--- src/afifo_cfg.svh ---
`ifndef AFIFO_CFG_SVH
`define AFIFO_CFG_SVH

`default_nettype none

// ----------------------------------------------------------------------
// bank sizing
// ----------------------------------------------------------------------

// payload bits carried next to the lane tag
`define AFIFO_DSIZE 8

// address bits per lane, depth is 2**AFIFO_ASIZE
// the comparator looks at the top two pointer bits, so keep this >= 2
`define AFIFO_ASIZE 4

// number of lanes in the bank, must be a power of two
// so the round-robin index wraps by itself
`define AFIFO_LANES 4

`default_nettype wire

`endif

--- src/afifo_pkg.sv ---
`include "afifo_cfg.svh"

`default_nettype none

package afifo_pkg;

    // ----------------------------------------------------------------------
    // lane numbering
    // ----------------------------------------------------------------------

    // never let the tag collapse to zero bits
    localparam int LANE_BITS = (`AFIFO_LANES > 1) ? $clog2(`AFIFO_LANES) : 1;

    typedef logic [LANE_BITS-1:0] lane_idx_t;

    // ----------------------------------------------------------------------
    // per-lane pointers
    // ----------------------------------------------------------------------

    // gray coded, also used directly as the memory address
    typedef logic [`AFIFO_ASIZE-1:0] ptr_t;

    // ----------------------------------------------------------------------
    // payload
    // ----------------------------------------------------------------------

    // tag in the upper bits, data below
    typedef struct packed {
        lane_idx_t                lane;
        logic [`AFIFO_DSIZE-1:0] data;
    } tagged_word_t;

endpackage

`default_nettype wire

--- src/lane_merge.sv ---
`include "afifo_cfg.svh"
`timescale 1ns/1ps
`default_nettype none

module lane_merge
    import afifo_pkg::*;
(
    input  wire logic                    rclk,
    input  wire logic                    aempty_n,
    input  wire logic [`AFIFO_LANES-1:0] lane_empty,
    input  wire tagged_word_t            rd_word [0:`AFIFO_LANES-1],
    output logic [`AFIFO_LANES-1:0]      rd_inc,
    output logic                         out_valid,
    output tagged_word_t                 out_word,
    input  wire logic                    out_ready
);

    lane_idx_t rr_ptr;
    lane_idx_t sel;
    logic      found;

    // ----------------------------------------------------------------------
    // cyclic search from the round-robin pointer
    // ----------------------------------------------------------------------

    // first non-empty lane at or after rr_ptr, the index wraps on its own
    always_comb begin
        lane_idx_t idx;
        sel   = rr_ptr;
        found = 1'b0;
        for (int k = 0; k < `AFIFO_LANES; k++) begin
            idx = rr_ptr + lane_idx_t'(k);
            if (!found && !lane_empty[idx]) begin
                found = 1'b1;
                sel   = idx;
            end
        end
    end

    assign out_valid = found;
    assign out_word  = rd_word[sel];

    // pop only the served lane, and only on a real handshake
    always_comb begin
        rd_inc      = '0;
        rd_inc[sel] = found & out_ready;
    end

    // ----------------------------------------------------------------------
    // round-robin pointer
    // ----------------------------------------------------------------------

    // move past the served lane on delivery
    // on a stall park on the presented lane so the word holds
    always_ff @(posedge rclk or negedge aempty_n) begin
        if (!aempty_n) begin
            rr_ptr <= '0;
        end else if (found) begin
            rr_ptr <= out_ready ? lane_idx_t'(sel + 1'b1) : sel;
        end
    end

    // the tag written on the far side must match the lane it came out of
    a_tag_matches_lane: assert property (
        @(posedge rclk) disable iff (!aempty_n)
        out_valid |-> (out_word.lane == sel)
    );

    // a stalled word stays put until it is taken
    a_stall_holds_word: assert property (
        @(posedge rclk) disable iff (!aempty_n)
        (out_valid && !out_ready) |=> (out_valid && $stable(out_word))
    );

endmodule

`default_nettype wire

--- config.mk ---
export PLATFORM = sky130hd
export DESIGN_NAME = lane_merge
export DESIGN_NICKNAME = d
export VERILOG_FILES = /design/src/afifo_pkg.sv /design/src/lane_merge.sv
export VERILOG_INCLUDE_DIRS = /design/src
export SDC_FILE = /design/constraint.sdc
export NUM_CORES = 1
export LEC_CHECK = 0
export ABC_CLOCK_PERIOD_IN_PS = 1800
export BUFFER_PORTS_ARGS = -buffer_cell sky130_fd_sc_hd__buf_4
export CAP_MARGIN = 30
export CORE_MARGIN = 2
export CORE_UTILIZATION = 29
export DETAILED_ROUTE_END_ITERATION = 7
export HOLD_SLACK_MARGIN = 0.1
export PLACE_DENSITY = 0.74
export SETUP_SLACK_MARGIN = 0.02
export SYNTH_ARGS = -nofsm -noshare
export SYNTH_HDL_FRONTEND = slang
export SYNTH_SLANG_ARGS = --single-unit
--- constraint.sdc ---
create_clock -name rclk -period 1.8 [get_ports rclk]
set_input_delay 0 -clock rclk [delete_from_list [all_inputs] [get_ports rclk]]
set_output_delay 0 -clock rclk [all_outputs]
set_load 0.1 [all_outputs]
# == Yosys cells after proc, flatten, opt, wreduce, memory -nomap -nowiden ==
# Index checks and enable logic that the tools add are counted.
# word_totals
reg_bits,2
word_cells,45
inputBits,47
# op_classes
muxes,21
addsub,4
bitwise,3
magnitude_cmp,7
reduce_logical,9
# op_table
operator,n
binary-select mux 10 bit (select 2 bit),1
2-to-1 mux 10 bit,2
"less-than comparator 2 x 3 -> 1 bit, second input constant",5
2-to-1 mux 1 bit,9
binary-select mux 1 bit (select 2 bit),4
2-to-1 mux 2 bit,4
logical NOT 1 bit,5
"adder 2 x 1 -> 2 bit, second input constant",2
"adder 2 bit, second input constant",2
bitwise AND 4 bit,1
logical AND 1 bit,4
"greater-or-equal comparator 3 bit, second input constant",1
NOT 2 -> 3 bit,1
demux 1 bit (select 2 bit),1
"greater-or-equal comparator 2 x 1 -> 1 bit, second input constant",1
bitwise AND 1 bit,1

# == Logic depth before layout (Yosys ltp) ==
# depth
depth_word,17
ltp_mapped,8
depth_no_buf,7

# == Worst setup path after synthesis ==
# OpenSTA, ideal clock, no wires.
# synth_timing
path_kind,reg2out
from,register rr_ptr[1]
to,output out_word[0] in the netlist's numbering
required_time_ns,1.800
setup_slack_ns,-0.973
arrival_ns,2.773
path_stages_with_launch,8
path_cell_list,dfrtp_1 > nand3b_1 > o2111ai_1 > and2_1 > inv_2 > buf_4 > nand2_1 > a32oi_1
# synth_rtl
item,line,source
from (decl),lane_merge.sv:18,lane_idx_t rr_ptr;
from (signal assigned),lane_merge.sv:59,rr_ptr <= out_ready ? lane_idx_t'(sel + 1'b1) : sel;
to (decl),lane_merge.sv:14,"output tagged_word_t out_word,"

==> results_dict.tcl <==
set metrics [dict create \
    share_comb_of_total_power 0.945 \
    synth_top_family_by_area "compound AO/OA/AOI/OAI gates" \
    synth_compound_area_frac 0.407 \
    routed_wl_um 4680 \
    clock_latency_ps 230 \
    finalHoldViolations 0 \
    dieArea_um2 2190 \
    seq_area_um2 51.3 \
    largest_register_ffs 2 \
    drc 0 \
    die_h_um 46.8 \
    use_met3 0.0692 \
    power_mw 3.99 \
    ctsLongestPathBuffers 2 \
    async_flop_share 1.00 \
    worstHoldStart "out_ready" \
    io_pins 62 \
    tightest_slew_ps 418 \
    ff2ff_setup_slack_ps -20 \
    synth_mux_area_frac 0 \
    ys_ff_latch 2 \
    multi_input_area_um2 724 \
    die_w_um 46.8 \
    ys_seq_area_frac 0.0941 \
    nets 213 \
    power_frac_clock 0.026 \
    powerDensity_nw_per_um2 2390 \
    n_fill_cell 35 \
    row_count 15 \
    yosysTopAreaCellShare 0.219 \
    antenna_found_initial 0 \
    place_area_um2 1290 \
    drtAntennaViolNets 0 \
    synth.largest_area_cell "nand2_1" \
    synth_area_um2 532 \
    coreArea_um2 1730 \
    drive_gt1_frac 0.687 \
    worstPathMaxFanout 10 \
    busiest_layer "met2" \
    relSlewSlack 0.721 \
    grt_pass1_vias 1081 \
    yosysUniqueCellTypes 23 \
    tns_ps -3250 \
    synth_edf_count 0 \
    htree_levels 1 \
    hp-class "primary input to flop" \
    endpoint_kind "output pin" \
    drt_iter0_drc 59 \
    critPathKind "flop to output pin" \
    final_util 0.968 \
    clk_pin_slew_ps 30 \
    gr-total-overflow 0 \
    grt_pass1_wl_um 4820 \
    clock_skew_ps 11.3 \
    setup_viol 15 \
    start_kind "flop" \
    rsz0062_at_grt "yes" \
    grt_max_degree 24 \
    critPathRequiredTime_ps 1800 \
    synth-xor-area-share 0.0165 \
    synthFlopType "dfrtp_1" \
    p_sw_mw 2.38 \
    largest-register "rr_ptr" \
    largestRegisters "rr_ptr: 2 flops" \
    leakage_nw 0.700 \
    syn_avg_cell_area_um2 6.11 \
    cts-root-buf "clkbuf_4" \
    crit_arrival_ps 2140 \
    antenna_cells 0 \
    yosysWarnings 0 \
    num_vias 1168 \
    ir_drop_uv 2170 \
    max_freq_mhz 468 \
    period_share 1.19 \
    outcome "finished, violations left" \
    final_cell_area_um2 1670 \
    vias_per_cell 6.21 \
    slew_viol_final 0 \
    synth_fa_ha_area_frac 0.0235 \
    p_int_mw 1.61 \
    numCtsBuffers 3 \
    met2_usage 0.600 \
    hpwl_um 1710 \
    io_buffers 61 \
    whs_ps 157 \
    power_frac_seq 0.029 \
    avgRoutedWirePerCell_um 24.9 \
    grt_use_total 0.315 \
    cts_tree "yes" \
    reg2reg_to "rr_ptr[1]" \
    cts_sinks 2 \
    hold_path_depth 3 \
    min_period_ps 2140 \
    reg2regPathDepth 7 \
    r2r-start "rr_ptr[0]" \
    place.gp.congestion 0.720 \
    min_to "rr_ptr[0]" \
    synth_area_leaders "nand2_1 22%, a32oi_1 16%, a21oi_1 13%, dfrtp_1 9.4%, a221oi_4 4.9%" \
    fin_ws_ps -337 \
    maxCapViolCount 0 \
    synth_simple_gate_area_share 0.374 \
    first_pass_iters 4 \
    use_met1 0.292 \
    violations "setup timing" \
    synthCells 87 \
    swShare 0.597 \
    area_growth_pct 214 \
    syn_nets 135 \
    start_util 0.308 \
]
## final cells by class
type / count / area share
flip-flops and latches: 2 / 0.0307
well taps: 25 / 0.0187
multi-input cells: 78 / 0.433
repair buffers: 79 / 0.494
clock buffers: 3 / 0.0135
inverters: 1 / 0.00973
## cells in the final DEF, fill, tap and decap left out, types with 5 or more instances in the layout
cell | synthesis | final
a32oi_4 | 0 | 10
buf_12 | 0 | 15
a21oi_2 | 0 | 5
buf_4 | 2 | 57
a21oi_1 | 14 | 9
nand2_1 | 31 | 26
## per-stage QoR
step	cells	setup WS [ps]
floorplan	87	-133
global placement	172	0.769
detailed placement	172	-45.8
CTS	185	-63.3
global route	188	-407
finish	188	-337
## cell families after synthesis
family | after synthesis
AND/OR/NAND/NOR | 46
XOR/XNOR | 1
AO/OA/AOI/OAI | 30
flip-flops | 2
buffers and inverters | 7
adder cells (fa/ha/maj) | 1
## timing repair
item                                   in CTS  in global routing
endpoints found under the hold margin       2                  0
setup endpoints to repair                  14                 15
resized for setup                          51                  9
pin swaps                                   5                 10
hold buffers                                2                  0
cloned                                      0                  1
setup buffers                               8                  2
## how the worst max path moves through the flow
stage	start	to	cells past startpoint
2_1_floorplan	lane_empty[3]	rd_inc[0]	3
3_3_place_gp	rr_ptr[1]	out_word[9]	7
3_5_place_dp	rr_ptr[1]	out_word[9]	7
4_1_cts	rr_ptr[1]	out_word[0]	7
5_1_grt	rr_ptr[0]	out_word[7]	7
6_report	rr_ptr[0]	out_word[7]	7
## layer usage
layer	share of wire	wire (um)
met1	0.33	1540
met2	0.51	2370
met3	0.089	415
met4	0.076	357
met5	0	0
## cells in the mapped netlist (2+ instances only)
master and number:
dfrtp_1 2, nand2_1 31, a21oi_1 14, a32oi_1 10
buf_2 3, nor2_1 6, buf_4 2, nand3b_1 3
o21ai_1 2
## power groups by stage
stage                     sequential (mW)  clock [mW]  combinational, mW
after floorplan                     0.100           0               2.35
after global placement             0.0973           0               2.75
after detailed placement           0.0979           0               2.78
after CTS                          0.0973       0.105               3.49
after global routing                0.114       0.106               3.86
final                               0.115       0.104               3.77
## worst max-delay path: stages, from the launching register on
cell and delay [ps]:
dfrtp_1 430, o21ai_0 310, nand2_1 160, and2_4 220, buf_8 160, a21oi_1 340, a32oi_4 100, buf_12 190
Note: power is estimated with default switching activity, not from simulation.
